File: src/source/ctrlPkg.sv
package ctrlPkg;

    localparam int insW = 32;
    localparam int regW = 5;

    localparam logic [5:0] opSpecial = 6'h00;
    localparam logic [5:0] opRegImm  = 6'h01;
    localparam logic [5:0] opJ       = 6'h02;
    localparam logic [5:0] opJal     = 6'h03;
    localparam logic [5:0] opBeq     = 6'h04;
    localparam logic [5:0] opBne     = 6'h05;
    localparam logic [5:0] opBlez    = 6'h06;
    localparam logic [5:0] opBgtz    = 6'h07;
    localparam logic [5:0] opAddi    = 6'h08;
    localparam logic [5:0] opAddiu   = 6'h09;
    localparam logic [5:0] opSlti    = 6'h0a;
    localparam logic [5:0] opSltiu   = 6'h0b;
    localparam logic [5:0] opAndi    = 6'h0c;
    localparam logic [5:0] opOri     = 6'h0d;
    localparam logic [5:0] opXori    = 6'h0e;
    localparam logic [5:0] opLui     = 6'h0f;
    localparam logic [5:0] opLb      = 6'h20;
    localparam logic [5:0] opLh      = 6'h21;
    localparam logic [5:0] opLw      = 6'h23;
    localparam logic [5:0] opLbu     = 6'h24;
    localparam logic [5:0] opLhu     = 6'h25;
    localparam logic [5:0] opSb      = 6'h28;
    localparam logic [5:0] opSh      = 6'h29;
    localparam logic [5:0] opSw      = 6'h2b;

    localparam logic [5:0] fnSll  = 6'h00;
    localparam logic [5:0] fnSrl  = 6'h02;
    localparam logic [5:0] fnSra  = 6'h03;
    localparam logic [5:0] fnSllv = 6'h04;
    localparam logic [5:0] fnSrlv = 6'h06;
    localparam logic [5:0] fnSrav = 6'h07;
    localparam logic [5:0] fnJr   = 6'h08;
    localparam logic [5:0] fnJalr = 6'h09;
    localparam logic [5:0] fnAdd  = 6'h20;
    localparam logic [5:0] fnAddu = 6'h21;
    localparam logic [5:0] fnSub  = 6'h22;
    localparam logic [5:0] fnSubu = 6'h23;
    localparam logic [5:0] fnAnd  = 6'h24;
    localparam logic [5:0] fnOr   = 6'h25;
    localparam logic [5:0] fnXor  = 6'h26;
    localparam logic [5:0] fnNor  = 6'h27;
    localparam logic [5:0] fnSlt  = 6'h2a;
    localparam logic [5:0] fnSltu = 6'h2b;

    typedef enum logic [3:0] {
        aluNop, aluAdd, aluSub, aluSll, aluSrl, aluSra, aluAnd,
        aluOr, aluXor, aluNor, aluSlt, aluSltu, aluLui
    } aluOpT;

    typedef enum logic [2:0] {
        pcSeq     = 3'd0,
        pcBranch  = 3'd1,
        pcJumpReg = 3'd2,
        pcJump    = 3'd3,
        pcHoldOne = 3'd4,
        pcHoldTwo = 3'd5
    } pcSrcT;

    typedef enum logic [1:0] {
        fwdNone   = 2'd0,
        fwdMem    = 2'd1,
        fwdWbLoad = 2'd2,
        fwdWbAlu  = 2'd3
    } fwdT;

    typedef enum logic [1:0] {ifIdFlush = 2'd0, ifIdRun = 2'd1, ifIdHold = 2'd2} ifIdT;

    typedef enum logic {idExBubble = 1'b0, idExRun = 1'b1} idExT;

    function automatic logic [5:0] opOf(input logic [insW-1:0] ins);
        return ins[31:26];
    endfunction

    function automatic logic [regW-1:0] rsOf(input logic [insW-1:0] ins);
        return ins[25:21];
    endfunction

    function automatic logic [regW-1:0] rtOf(input logic [insW-1:0] ins);
        return ins[20:16];
    endfunction

    function automatic logic [regW-1:0] rdOf(input logic [insW-1:0] ins);
        return ins[15:11];
    endfunction

    function automatic logic [5:0] fnOf(input logic [insW-1:0] ins);
        return ins[5:0];
    endfunction

    function automatic logic isLoad(input logic [insW-1:0] ins);
        return opOf(ins) inside {opLb, opLh, opLw, opLbu, opLhu};
    endfunction

    function automatic logic isStore(input logic [insW-1:0] ins);
        return opOf(ins) inside {opSb, opSh, opSw};
    endfunction

    // addi through lui
    function automatic logic isImmAlu(input logic [insW-1:0] ins);
        return opOf(ins) inside {opAddi, opAddiu, opSlti, opSltiu, opAndi, opOri, opXori, opLui};
    endfunction

    function automatic logic [regW-1:0] destReg(input logic [insW-1:0] ins);
        if (opOf(ins) == opSpecial && fnOf(ins) != fnJr)
            return rdOf(ins);
        else if (isImmAlu(ins) || isLoad(ins))
            return rtOf(ins);
        return '0;
    endfunction

endpackage

File: src/source/stageDecode.sv
`timescale 1ns/10ps

module stageDecode (
    input  logic                     clk,
    input  logic                     rstN,
    input  logic [ctrlPkg::insW-1:0] exIns,
    input  logic [ctrlPkg::insW-1:0] memIns,
    input  logic [ctrlPkg::insW-1:0] wbIns,
    output ctrlPkg::aluOpT           aluOp,
    output logic [1:0]               aluASrc,
    output logic [1:0]               aluBSrc,
    output logic                     dmWr,
    output logic                     rfWr,
    output logic [1:0]               wbAddrSrc,
    output logic [1:0]               wbDataSrc
);
    import ctrlPkg::*;

    aluOpT      aluOpNext;
    logic [1:0] aSrcNext;
    logic [1:0] bSrcNext;
    logic       rfWrNext;
    logic [1:0] addrSrcNext;
    logic [1:0] dataSrcNext;

    // execute stage alu control
    always_comb
    begin
        aluOpNext = aluNop;
        aSrcNext  = 2'd0;
        bSrcNext  = 2'd0;
        if (opOf(exIns) == opSpecial)
        begin
            // shift amount feeds operand a
            if (fnOf(exIns) inside {fnSll, fnSrl, fnSra})
                aSrcNext = 2'd1;
            case (fnOf(exIns))
                fnAdd, fnAddu, fnJr, fnJalr: aluOpNext = aluAdd;
                fnSub, fnSubu:               aluOpNext = aluSub;
                fnSll, fnSllv:               aluOpNext = aluSll;
                fnSrl, fnSrlv:               aluOpNext = aluSrl;
                fnSra, fnSrav:               aluOpNext = aluSra;
                fnAnd:                       aluOpNext = aluAnd;
                fnOr:                        aluOpNext = aluOr;
                fnXor:                       aluOpNext = aluXor;
                fnNor:                       aluOpNext = aluNor;
                fnSlt:                       aluOpNext = aluSlt;
                fnSltu:                      aluOpNext = aluSltu;
                default:                     aluOpNext = aluNop;
            endcase
        end
        else if (isImmAlu(exIns) || isLoad(exIns) || isStore(exIns))
        begin
            // zero-extended for logical ops and sltiu
            if (opOf(exIns) inside {opAndi, opOri, opXori, opSltiu})
                bSrcNext = 2'd2;
            else
                bSrcNext = 2'd1;
            case (opOf(exIns))
                opAndi:  aluOpNext = aluAnd;
                opOri:   aluOpNext = aluOr;
                opXori:  aluOpNext = aluXor;
                opLui:   aluOpNext = aluLui;
                opSlti:  aluOpNext = aluSlt;
                opSltiu: aluOpNext = aluSltu;
                default: aluOpNext = aluAdd;
            endcase
        end
    end

    // writeback enable and selects
    always_comb
    begin
        rfWrNext    = 1'b0;
        addrSrcNext = 2'd0;
        dataSrcNext = 2'd1;
        if (opOf(wbIns) == opSpecial)
        begin
            rfWrNext = (fnOf(wbIns) != fnJr);
            if (fnOf(wbIns) == fnJalr)
                dataSrcNext = 2'd2;
        end
        else if (isImmAlu(wbIns))
        begin
            rfWrNext    = 1'b1;
            addrSrcNext = 2'd1;
        end
        else if (isLoad(wbIns))
        begin
            rfWrNext    = 1'b1;
            addrSrcNext = 2'd1;
            dataSrcNext = 2'd0;
        end
        else if (opOf(wbIns) == opJal)
        begin
            // link into r31
            rfWrNext    = 1'b1;
            addrSrcNext = 2'd2;
            dataSrcNext = 2'd2;
        end
    end

    always_ff @(posedge clk)
    begin
        if (!rstN)
        begin
            aluOp     <= aluNop;
            aluASrc   <= 2'd0;
            aluBSrc   <= 2'd0;
            dmWr      <= 1'b0;
            rfWr      <= 1'b0;
            wbAddrSrc <= 2'd0;
            wbDataSrc <= 2'd0;
        end
        else
        begin
            aluOp     <= aluOpNext;
            aluASrc   <= aSrcNext;
            aluBSrc   <= bSrcNext;
            dmWr      <= isStore(memIns);
            rfWr      <= rfWrNext;
            wbAddrSrc <= addrSrcNext;
            wbDataSrc <= dataSrcNext;
        end
    end

endmodule

File: src/source/hazardUnit.sv
`timescale 1ns/10ps

module hazardUnit (
    input  logic                     clk,
    input  logic                     rstN,
    input  logic [ctrlPkg::insW-1:0] idIns,
    input  logic [ctrlPkg::insW-1:0] exIns,
    input  logic [ctrlPkg::insW-1:0] memIns,
    input  logic [ctrlPkg::insW-1:0] wbIns,
    output ctrlPkg::fwdT             fwdA,
    output ctrlPkg::fwdT             fwdB,
    output logic                     stallOne,
    output logic                     stallTwo
);
    import ctrlPkg::*;

    logic [regW-1:0] exDest;
    logic [regW-1:0] memDest;
    logic [regW-1:0] wbDest;
    logic [regW-1:0] idRs;
    logic [regW-1:0] idRt;
    logic            idJumpReg;
    logic            idBranch;
    logic            idAluReg;

    // memory stage wins over writeback
    function automatic fwdT pickFwd(
        input logic [regW-1:0] src,
        input logic [regW-1:0] memD,
        input logic [regW-1:0] wbD,
        input logic            wbLoad
    );
        if (memD != '0 && src == memD)
            return fwdMem;
        if (wbD != '0 && src == wbD)
            return wbLoad ? fwdWbLoad : fwdWbAlu;
        return fwdNone;
    endfunction

    assign exDest  = destReg(exIns);
    assign memDest = destReg(memIns);
    assign wbDest  = destReg(wbIns);
    assign idRs    = rsOf(idIns);
    assign idRt    = rtOf(idIns);

    assign idJumpReg = opOf(idIns) == opSpecial && fnOf(idIns) inside {fnJr, fnJalr};
    assign idBranch  = opOf(idIns) inside {opRegImm, opBeq, opBne, opBlez, opBgtz};
    assign idAluReg  = opOf(idIns) == opSpecial && !idJumpReg;

    always_ff @(posedge clk)
    begin
        if (!rstN)
        begin
            fwdA <= fwdNone;
            fwdB <= fwdNone;
        end
        else
        begin
            fwdA <= pickFwd(rsOf(exIns), memDest, wbDest, isLoad(wbIns));
            fwdB <= pickFwd(rtOf(exIns), memDest, wbDest, isLoad(wbIns));
        end
    end

    always_comb
    begin
        stallOne = 1'b0;
        stallTwo = 1'b0;
        // decode needs its operands now for jumps and branches
        if (idJumpReg)
        begin
            if (exDest != '0 && idRs == exDest)
                stallTwo = 1'b1;
            else if (memDest != '0 && idRs == memDest)
                stallOne = 1'b1;
        end
        if (idBranch)
        begin
            if (exDest != '0 && (idRs == exDest || idRt == exDest))
                stallTwo = 1'b1;
            else if (memDest != '0 && (idRs == memDest || idRt == memDest))
                stallOne = 1'b1;
        end
        // load use, exDest is the load's rt here
        if (isLoad(exIns) && exDest != '0)
        begin
            if (isStore(idIns))
            begin
                if (idRs == exDest)
                    stallOne = 1'b1;
                if (idRt == exDest)
                    stallTwo = 1'b1;
            end
            else if (isImmAlu(idIns) && idRs == exDest)
                stallOne = 1'b1;
            else if (idAluReg && (idRs == exDest || idRt == exDest))
                stallOne = 1'b1;
        end
    end

endmodule

File: src/source/branchUnit.sv
`timescale 1ns/10ps

module branchUnit (
    input  logic [ctrlPkg::insW-1:0] idIns,
    input  logic [ctrlPkg::insW-1:0] rd1,
    input  logic [ctrlPkg::insW-1:0] rd2,
    output ctrlPkg::pcSrcT           redirect,
    output logic                     takeFlush
);
    import ctrlPkg::*;

    logic signed [insW-1:0] sRd1;
    logic                   taken;

    assign sRd1 = rd1;

    // conditional branch outcome
    always_comb
    begin
        case (opOf(idIns))
            opBeq:    taken = (rd1 == rd2);
            opBne:    taken = (rd1 != rd2);
            opBlez:   taken = (sRd1 <= 0);
            opBgtz:   taken = (sRd1 > 0);
            // bgez when rt is 1, bltz otherwise
            opRegImm: taken = (rtOf(idIns) == regW'(1)) ? (sRd1 >= 0) : (sRd1 < 0);
            default:  taken = 1'b0;
        endcase
    end

    always_comb
    begin
        redirect = pcSeq;
        case (opOf(idIns))
            opSpecial:
            begin
                if (fnOf(idIns) == fnJr || fnOf(idIns) == fnJalr)
                    redirect = pcJumpReg;
            end
            opJ, opJal:
                redirect = pcJump;
            default:
            begin
                if (taken)
                    redirect = pcBranch;
            end
        endcase
    end

    assign takeFlush = (redirect != pcSeq);

endmodule

File: src/source/pcSteer.sv
`timescale 1ns/10ps

module pcSteer (
    input  logic             clk,
    input  logic             rstN,
    input  logic             stallOne,
    input  logic             stallTwo,
    input  logic             takeFlush,
    input  ctrlPkg::pcSrcT   redirect,
    output ctrlPkg::pcSrcT   pcSrc,
    output ctrlPkg::ifIdT    ifIdCtl,
    output ctrlPkg::idExT    idExCtl
);
    import ctrlPkg::*;

    pcSrcT pcNext;
    ifIdT  ifIdNext;

    // stalls take priority over the redirect
    always_comb
    begin
        if (stallTwo)
            pcNext = pcHoldTwo;
        else if (stallOne)
            pcNext = pcHoldOne;
        else
            pcNext = redirect;
    end

    // later rules override earlier ones
    always_comb
    begin
        ifIdNext = ifIdRun;
        if (stallTwo)
            ifIdNext = ifIdFlush;
        if (stallOne)
            ifIdNext = ifIdHold;
        if (takeFlush)
            ifIdNext = ifIdFlush;
    end

    always_ff @(posedge clk)
    begin
        if (!rstN)
        begin
            pcSrc   <= pcSeq;
            ifIdCtl <= ifIdFlush;
            idExCtl <= idExBubble;
        end
        else
        begin
            pcSrc   <= pcNext;
            ifIdCtl <= ifIdNext;
            idExCtl <= (stallOne || stallTwo) ? idExBubble : idExRun;
        end
    end

endmodule

File: src/source/pipeCtrl.sv
`timescale 1ns/10ps

module pipeCtrl (
    input  logic                     clk,
    input  logic                     rstN,
    input  logic [ctrlPkg::insW-1:0] idIns,
    input  logic [ctrlPkg::insW-1:0] exIns,
    input  logic [ctrlPkg::insW-1:0] memIns,
    input  logic [ctrlPkg::insW-1:0] wbIns,
    input  logic [ctrlPkg::insW-1:0] rd1,
    input  logic [ctrlPkg::insW-1:0] rd2,
    output ctrlPkg::aluOpT           aluOp,
    output logic [1:0]               aluASrc,
    output logic [1:0]               aluBSrc,
    output logic                     dmWr,
    output logic                     rfWr,
    output logic [1:0]               wbAddrSrc,
    output logic [1:0]               wbDataSrc,
    output ctrlPkg::fwdT             fwdA,
    output ctrlPkg::fwdT             fwdB,
    output ctrlPkg::pcSrcT           pcSrc,
    output ctrlPkg::ifIdT            ifIdCtl,
    output ctrlPkg::idExT            idExCtl
);
    import ctrlPkg::*;

    logic  stallOne;
    logic  stallTwo;
    logic  takeFlush;
    pcSrcT redirect;

    stageDecode uDecode (
        .clk      (clk),
        .rstN     (rstN),
        .exIns    (exIns),
        .memIns   (memIns),
        .wbIns    (wbIns),
        .aluOp    (aluOp),
        .aluASrc  (aluASrc),
        .aluBSrc  (aluBSrc),
        .dmWr     (dmWr),
        .rfWr     (rfWr),
        .wbAddrSrc(wbAddrSrc),
        .wbDataSrc(wbDataSrc)
    );

    hazardUnit uHazard (
        .clk     (clk),
        .rstN    (rstN),
        .idIns   (idIns),
        .exIns   (exIns),
        .memIns  (memIns),
        .wbIns   (wbIns),
        .fwdA    (fwdA),
        .fwdB    (fwdB),
        .stallOne(stallOne),
        .stallTwo(stallTwo)
    );

    branchUnit uBranch (
        .idIns    (idIns),
        .rd1      (rd1),
        .rd2      (rd2),
        .redirect (redirect),
        .takeFlush(takeFlush)
    );

    pcSteer uSteer (
        .clk      (clk),
        .rstN     (rstN),
        .stallOne (stallOne),
        .stallTwo (stallTwo),
        .takeFlush(takeFlush),
        .redirect (redirect),
        .pcSrc    (pcSrc),
        .ifIdCtl  (ifIdCtl),
        .idExCtl  (idExCtl)
    );

endmodule

File: config.mk
export PLATFORM = sky130hd
export DESIGN_NAME = pipeCtrl
export DESIGN_NICKNAME = d
export VERILOG_FILES = /design/src/source/ctrlPkg.sv /design/src/source/stageDecode.sv /design/src/source/hazardUnit.sv /design/src/source/branchUnit.sv /design/src/source/pcSteer.sv /design/src/source/pipeCtrl.sv
export SDC_FILE = /design/constraint.sdc
export NUM_CORES = 1
export LEC_CHECK = 0
export BUFFER_PORTS_ARGS = -buffer_cell sky130_fd_sc_hd__buf_4
export CORE_MARGIN = 1.5
export CORE_UTILIZATION = 45
export DETAILED_ROUTE_END_ITERATION = 16
export GPL_TIMING_DRIVEN = 0
export PLACE_DENSITY_LB_ADDON = 0.05
export SYNTH_ARGS = -nofsm -noshare
export SYNTH_HDL_FRONTEND = slang
export SYNTH_HIERARCHICAL = 1
export SYNTH_SLANG_ARGS = --single-unit
File: constraint.sdc
create_clock -name clk -period 6.6 [get_ports clk]
set_input_delay 0.99 -clock clk [delete_from_list [all_inputs] [get_ports clk]]
set_output_delay 0.99 -clock clk [all_outputs]
set_load 0.02 [all_outputs]
=== Yosys cells after proc, flatten, opt, wreduce, memory -nomap -nowiden ===
Memories as Yosys holds them, arrays and structs flattened.
Cells that the tools add are included.

* $lt $le $gt $ge: 4
* Equal/unequal tests: 83
* Mux-type cells: 79
* Bitwise gates (word level): 2
* Reductions and logical operators: 56

{| class="wikitable"
|+ Operator list
! kind !! count
|-
| 6-bit by 4-bit == test with 1-bit output (second input constant) || 35
|-
| 6-bit == test (second input constant) || 24
|-
| 1-bit 2-to-1 mux || 46
|-
| 5-bit 2-to-1 mux || 9
|-
| 5-bit == test || 8
|-
| 5-bit nonzero test || 7
|-
| 2-bit 2-to-1 mux || 17
|-
| 32-bit == test || 1
|-
| 32-bit by 1-bit greater-or-equal comparator with 1-bit output (second input constant) || 1
|-
| 32-bit by 1-bit > comparator with 1-bit output (second input constant) || 1
|-
| 32-bit by 1-bit less-or-equal comparator with 1-bit output (second input constant) || 1
|-
| 32-bit by 1-bit less-than comparator with 1-bit output (second input constant) || 1
|-
| 32-bit inequality test || 1
|-
| 8-bit nonzero test || 4
|-
| 6-bit by 2-bit == test with 1-bit output (second input constant) || 5
|-
| 6-bit zero test || 5
|-
| 6-bit by 3-bit == test with 1-bit output (second input constant) || 4
|-
| 4-bit one-hot mux with 6 select lines || 1
|-
| 6-bit by 4-bit inequality test with 1-bit output (second input constant) || 3
|-
| 1-bit logical AND || 16
|-
| 3-bit nonzero test || 5
|-
| 3-bit OR reduction || 3
|-
| 1-bit logical OR || 8
|-
| 4-bit 2-to-1 mux || 2
|-
| other kinds (12) || 16
|}

* Register bits after elaboration: 24
* ROM bits: 256
* Input port bits: 194
* Output and inout bits: 24
* Word-level logic and storage cells: 240
* Memories: 1

{| class="wikitable"
|+ Memories
! name !! words !! width !! read ports !! clocked after memory_dff !! wr ports !! RTL line !! source
|-
| (no name shown) || 64 || 4 || 1 || 0 || 0 || stageDecode.sv:37 || <nowiki>case (fnOf(exIns))</nowiki>
|}

=== Depth between registers and ports, before layout ===
* Depth in word-level cells: 20
* Gate-level depth with buffers: 10

=== Cells and area by module ===
Netlist, hierarchy kept.

{| class="wikitable"
|+ By module, submodules not included
! module !! instances !! cells each !! area an instance (um^2) !! seq. area each (um^2)
|-
| hazardUnit || 1 || 164 || 1316.3 || 80.1
|-
| stageDecode || 1 || 97 || 857.1 || 260.2
|-
| branchUnit || 1 || 73 || 598.1 || 0.0
|-
| pcSteer || 1 || 13 || 188.9 || 120.1
|}

=== Least setup slack after synthesis ===
No wires, ideal clock.

* Path kind: in2reg
* Start point: input exIns[26] (netlist name)
* End point: register uSteer.ifIdCtl[0]
* Library setup time: 0.116 ns
* Arrival: 3.339 ns
* Data required time: 6.484 ns
* Setup slack: 3.145 ns
* Cell stages on the path: 10
* Buffers on the path: 0
* Path through: or4_1 -> a211oi_4 -> and2_1 -> o21ai_0 -> a22o_1 -> nor4_2 -> o22ai_1 -> a32oi_1 -> nor3b_4 -> and2b_2

* Word-level cells in the longest chain between the ends: 18

{| class="wikitable"
|+ RTL lines
! element !! RTL line !! source
|-
| from (decl) || pipeCtrl.sv:7 || <nowiki>input logic [ctrlPkg::insW-1:0] exIns,</nowiki>
|-
| 6-bit by 4-bit == test with 1-bit output / 6-bit == test (equally long branches) || ctrlPkg.sv:105, ctrlPkg.sv:96 ||
|-
| 8-bit nonzero test / 5-bit nonzero test (equally long branches) || ctrlPkg.sv:105, ctrlPkg.sv:96 ||
|-
| 1-bit logical OR || ctrlPkg.sv:111 || <nowiki>else if (isImmAlu(ins) || isLoad(ins))</nowiki>
|-
| 1-bit 2-to-1 mux || ctrlPkg.sv:111 ||
|-
| 1-bit 2-to-1 mux || ctrlPkg.sv:109 || <nowiki>if (opOf(ins) == opSpecial && fnOf(ins) != fnJr)</nowiki>
|-
| 5-bit 2-to-1 mux || ctrlPkg.sv:113 || <nowiki>return '0;</nowiki>
|-
| 5-bit == test / 5-bit nonzero test (equally long branches) || - ||
|-
| 1-bit logical AND || hazardUnit.sv:71 || <nowiki>if (exDest != '0 && idRs == exDest)</nowiki>
|-
| [... 3 more ...] || - ||
|-
| 1-bit 2-to-1 mux || hazardUnit.sv:78 || <nowiki>if (exDest != '0 && (idRs == exDest || idRt == exDest))</nowiki>
|-
| 1-bit 2-to-1 mux || hazardUnit.sv:76 || <nowiki>if (idBranch)</nowiki>
|-
| 1-bit 2-to-1 mux || hazardUnit.sv:95 || <nowiki>else if (idAluReg && (idRs == exDest || idRt == exDest))</nowiki>
|-
| 1-bit 2-to-1 mux || hazardUnit.sv:93 || <nowiki>else if (isImmAlu(idIns) && idRs == exDest)</nowiki>
|-
| 1-bit 2-to-1 mux || hazardUnit.sv:86 || <nowiki>if (isStore(idIns))</nowiki>
|-
| 1-bit 2-to-1 mux (*) || hazardUnit.sv:84 || <nowiki>if (isLoad(exIns) && exDest != '0)</nowiki>
|-
| via stallOne || pipeCtrl.sv:27 || <nowiki>logic stallOne;</nowiki>
|-
| 3-bit OR reduction (no line) (*) || - ||
|-
| to (signal assigned) || pcSteer.sv:47 || <nowiki>ifIdCtl <= ifIdFlush;</nowiki>
|-
| to (signal assigned) || pcSteer.sv:53 || <nowiki>ifIdCtl <= ifIdNext;</nowiki>
|-
| to (decl) || pcSteer.sv:11 || <nowiki>output ctrlPkg::ifIdT ifIdCtl,</nowiki>
|}

Mark *: on every way through the listed nets, which the timed path passes. The rest lies on a longest branch.
A chain may end at the register's enable or synchronous reset.

=== Worst setup path after layout ===
Same ends and word-level chain as after synthesis.

==> impl_results.md <==
- Hold Path Class: in2reg
- WP data required: 6.76 ns
- Die H: 84.1 um
- Pleak: 2.07 nW
- Synth warn: 6
- Tot Pwr: 0.451 mW
- Grt total ovfl: 0
- Die width: 84.1 um
- Total CTS buffers: 3
- Syn-to-layout area delta: 50.5%
- Initial antenna violation count: 0
- Cells after synthesis: 347
- DRC viols: 0
- Most numerous cell in the Yosys netlist: xor2_1
- Seq pwr share: 31.9%
- DRT iter0 DRCs: ~150
- Critical path arrival: between 3 and 4 ns
- Fin. Hold Viols: 0
- Crit-path max FO: 6
- Root buf cell: clkbuf_8
- IO Pins: 218
- CTS Sinks: 23
- Combinational Power Share: approximately half
- Nets: 733
- Share of layout cells above drive strength 1: 42.7%
- Clock Path Buffers: 2
- CTS tree: built
- WS Path Type: in2reg
- CP Launch Type: input pin
- Max-slew violations: 0
- GRT Util Overall: 24.5%
- DP Wirelength: 7.74 mm
- Sequential area share after synthesis: roughly 16%
- DR WL/cell: 14.8 um
- RSZ-0062 raised after global routing: false
- Utilization after layout: 70.1%
- Number of global-route vias before repair: 3211
- Vias post-DR: 3348
- Critical path capture point type: register
- Worst-path clk slew: about 0.080 ns
- First-pass GRT wire length: 14.5 mm
- Die ar.: around 7100 um^2
- Library cells used by synthesis: 73
- Synthesized flop and latch total: 23
- Post-DP Area: 4410 um^2
- H-tree level count: 1
- Area leader, netlist: xor2_1
- Hold-fix buffers, CTS: 0
- Sw Share: about a third
- ANT cells: 0
- Post-CTS sizing: 0
- Outcome: finished, final reports clean
- Initial core utilization: 46.6%
- Pin count of the biggest net entering global routing: 14
- Worst Max-Slew Pin Slew: around 0.65 ns
- Top cells by count, synth: 53 x xor2_1, 23 x dfxtp_1, 23 x nor4_1
- Setup Viol. Count Final: 0
- Slew headroom: 56.8%
- Internal power: just over 0.3 mW
- Max Cap Viol: 0
- Gp weighted congestion: approximately 0.86
- Worst hold slack: 0.931 ns
- Std cell rows: 29
- VDD IR-drop max: 0.000110 V
- IO buf count: 180
- Number of setup buffers added after CTS: 0
- Syn_nets: 548
- FILL cells: 518
- Post-synth ARST share: 0%
- Share of the synthesized area in the top cell type: ~16%
- Final Cycle Share: 57.5%
- Syn_area_per_cell: 8.53 um^2
- Design area: approximately 4500 um^2
- Final wirelength: between 9 and 10 mm
- Period minus WS final: 3.80 ns
- DRT Pass-1 Iters: 4
- Switching power: 0.148 mW
- Setup_tns: 0 ns
- Post-synth EDFFs: 0
- Clock share of power: 19.1%
- Via density per instance: 5.51
- Post-DRT Antenna Nets: 0
- Total core area: 6350 um^2
- Top_reg_cell synth: dfxtp_1
- Fmax: 263 MHz
- Synth Cell Area: between 2000 and 3000 um^2
- Synth area leaders: xor2_1 16%, dfxtp_1 16%, xnor2_1 5.6%
- Pwr/cell area: 101 nW/um^2
## logic make-up (layout without fill, tap and decap cells)
group	after synthesis	count (layout)	share of synthesized area, %
AOI/OAI and AO/OA	79	79	23.2
xor gates and xnor gates	72	72	21.3
adders and majority gates	7	7	2.96
buffers and inverters	19	203	3.09
DFF	23	23	15.6
muxes	5	5	1.73
other	2	2	0.254
and+or+nand+nor	140	140	32.0
## final cells by class
cell class,count,area (um^2),area share (%)
multi-input cells,305,2410,54.1
clock inverters,1,5.00,0.112
flip-flops and latches,23,460,10.3
inverters,14,52.6,1.18
repair buffers,180,1350,30.3
clock buffers,3,41.3,0.927
well taps,77,96.3,2.16
plain buffers,5,38.8,0.871
## path summary, 6_finish.rpt
check / cells after the start / startpoint / slack (ns) / end
hold / removal: 2 / wbIns[0] / 0.93 / uDecode/wbDataSrc[0]
setup / recovery: 11 / exIns[26] / 2.80 / uSteer/ifIdCtl[0]
## registers in the layout, summed over array words and instances, names as in the netlist
name and count:
uSteer/idExCtl 1, uDecode/wbDataSrc 2, uDecode/dmWr 1, uHazard/fwdA 2
uDecode/wbAddrSrc 2, uDecode/aluBSrc 2, uSteer/pcSrc 3, uDecode/rfWr 1
uHazard/fwdB 2, uDecode/aluOp 4, uDecode/aluASrc 1, uSteer/ifIdCtl 2
## stage by stage
| stage | instances | setup WS, ns |
|---|---|---|
| final | 608 | 2.80 |
| after global routing | 608 | 2.58 |
| after CTS | 608 | 2.87 |
| after detailed placement | 604 | 2.59 |
| after global placement | 604 | 2.63 |
| after floorplan | 347 | 3.15 |
## cell usage in the layout, fill, tap and decap left out, types with 5 or more instances in the layout
| cell | n |
|---|---|
| o21a_1 | 5 |
| nand3_1 | 5 |
| buf_4 | 183 |
| xnor2_1 | 19 |
| o21ai_0 | 13 |
| nor4_1 | 23 |
| nand2_1 | 15 |
| a22oi_4 | 5 |
| inv_1 | 14 |
| a211oi_1 | 7 |
| nand4_1 | 6 |
| nand3b_1 | 5 |
| nand2b_1 | 10 |
| nor3_1 | 10 |
| nor2_1 | 15 |
| or4_1 | 7 |
| xor2_1 | 53 |
| nor4_2 | 5 |
| a22o_1 | 10 |
| dfxtp_1 | 23 |
| ha_1 | 7 |
| a21oi_1 | 9 |
## layer usage
metal	share of wire (%)	vias up	track usage, %
li1	-	1672	-
met3	6.9	13	3.76
met2	50	135	45.0
met4	1.6	0	5.96
met1	41	1528	29.8
met5	0	-	0
## power groups by stage
stage / clock [mW] / combinational [mW] / sequential (mW)
after detailed placement: 0 / 0.220 / 0.147
after global routing: 0.0942 / 0.240 / 0.144
final: 0.0861 / 0.221 / 0.144
after floorplan: 0 / 0.0941 / 0.152
after CTS: 0.0888 / 0.221 / 0.144
after global placement: 0 / 0.215 / 0.147
## critical path, stage by stage
cell and delay [ns]:
buf_4 0.14, or4_1 0.57, a211oi_4 0.33, and2_1 0.28, or3_1 0.13, nand4_1 0.12, nor4_1 0.48, o22ai_1 0.15
a32oi_1 0.48, nor3b_4 0.08, and2b_2 0.20
Power figures use the tool's default switching activity.
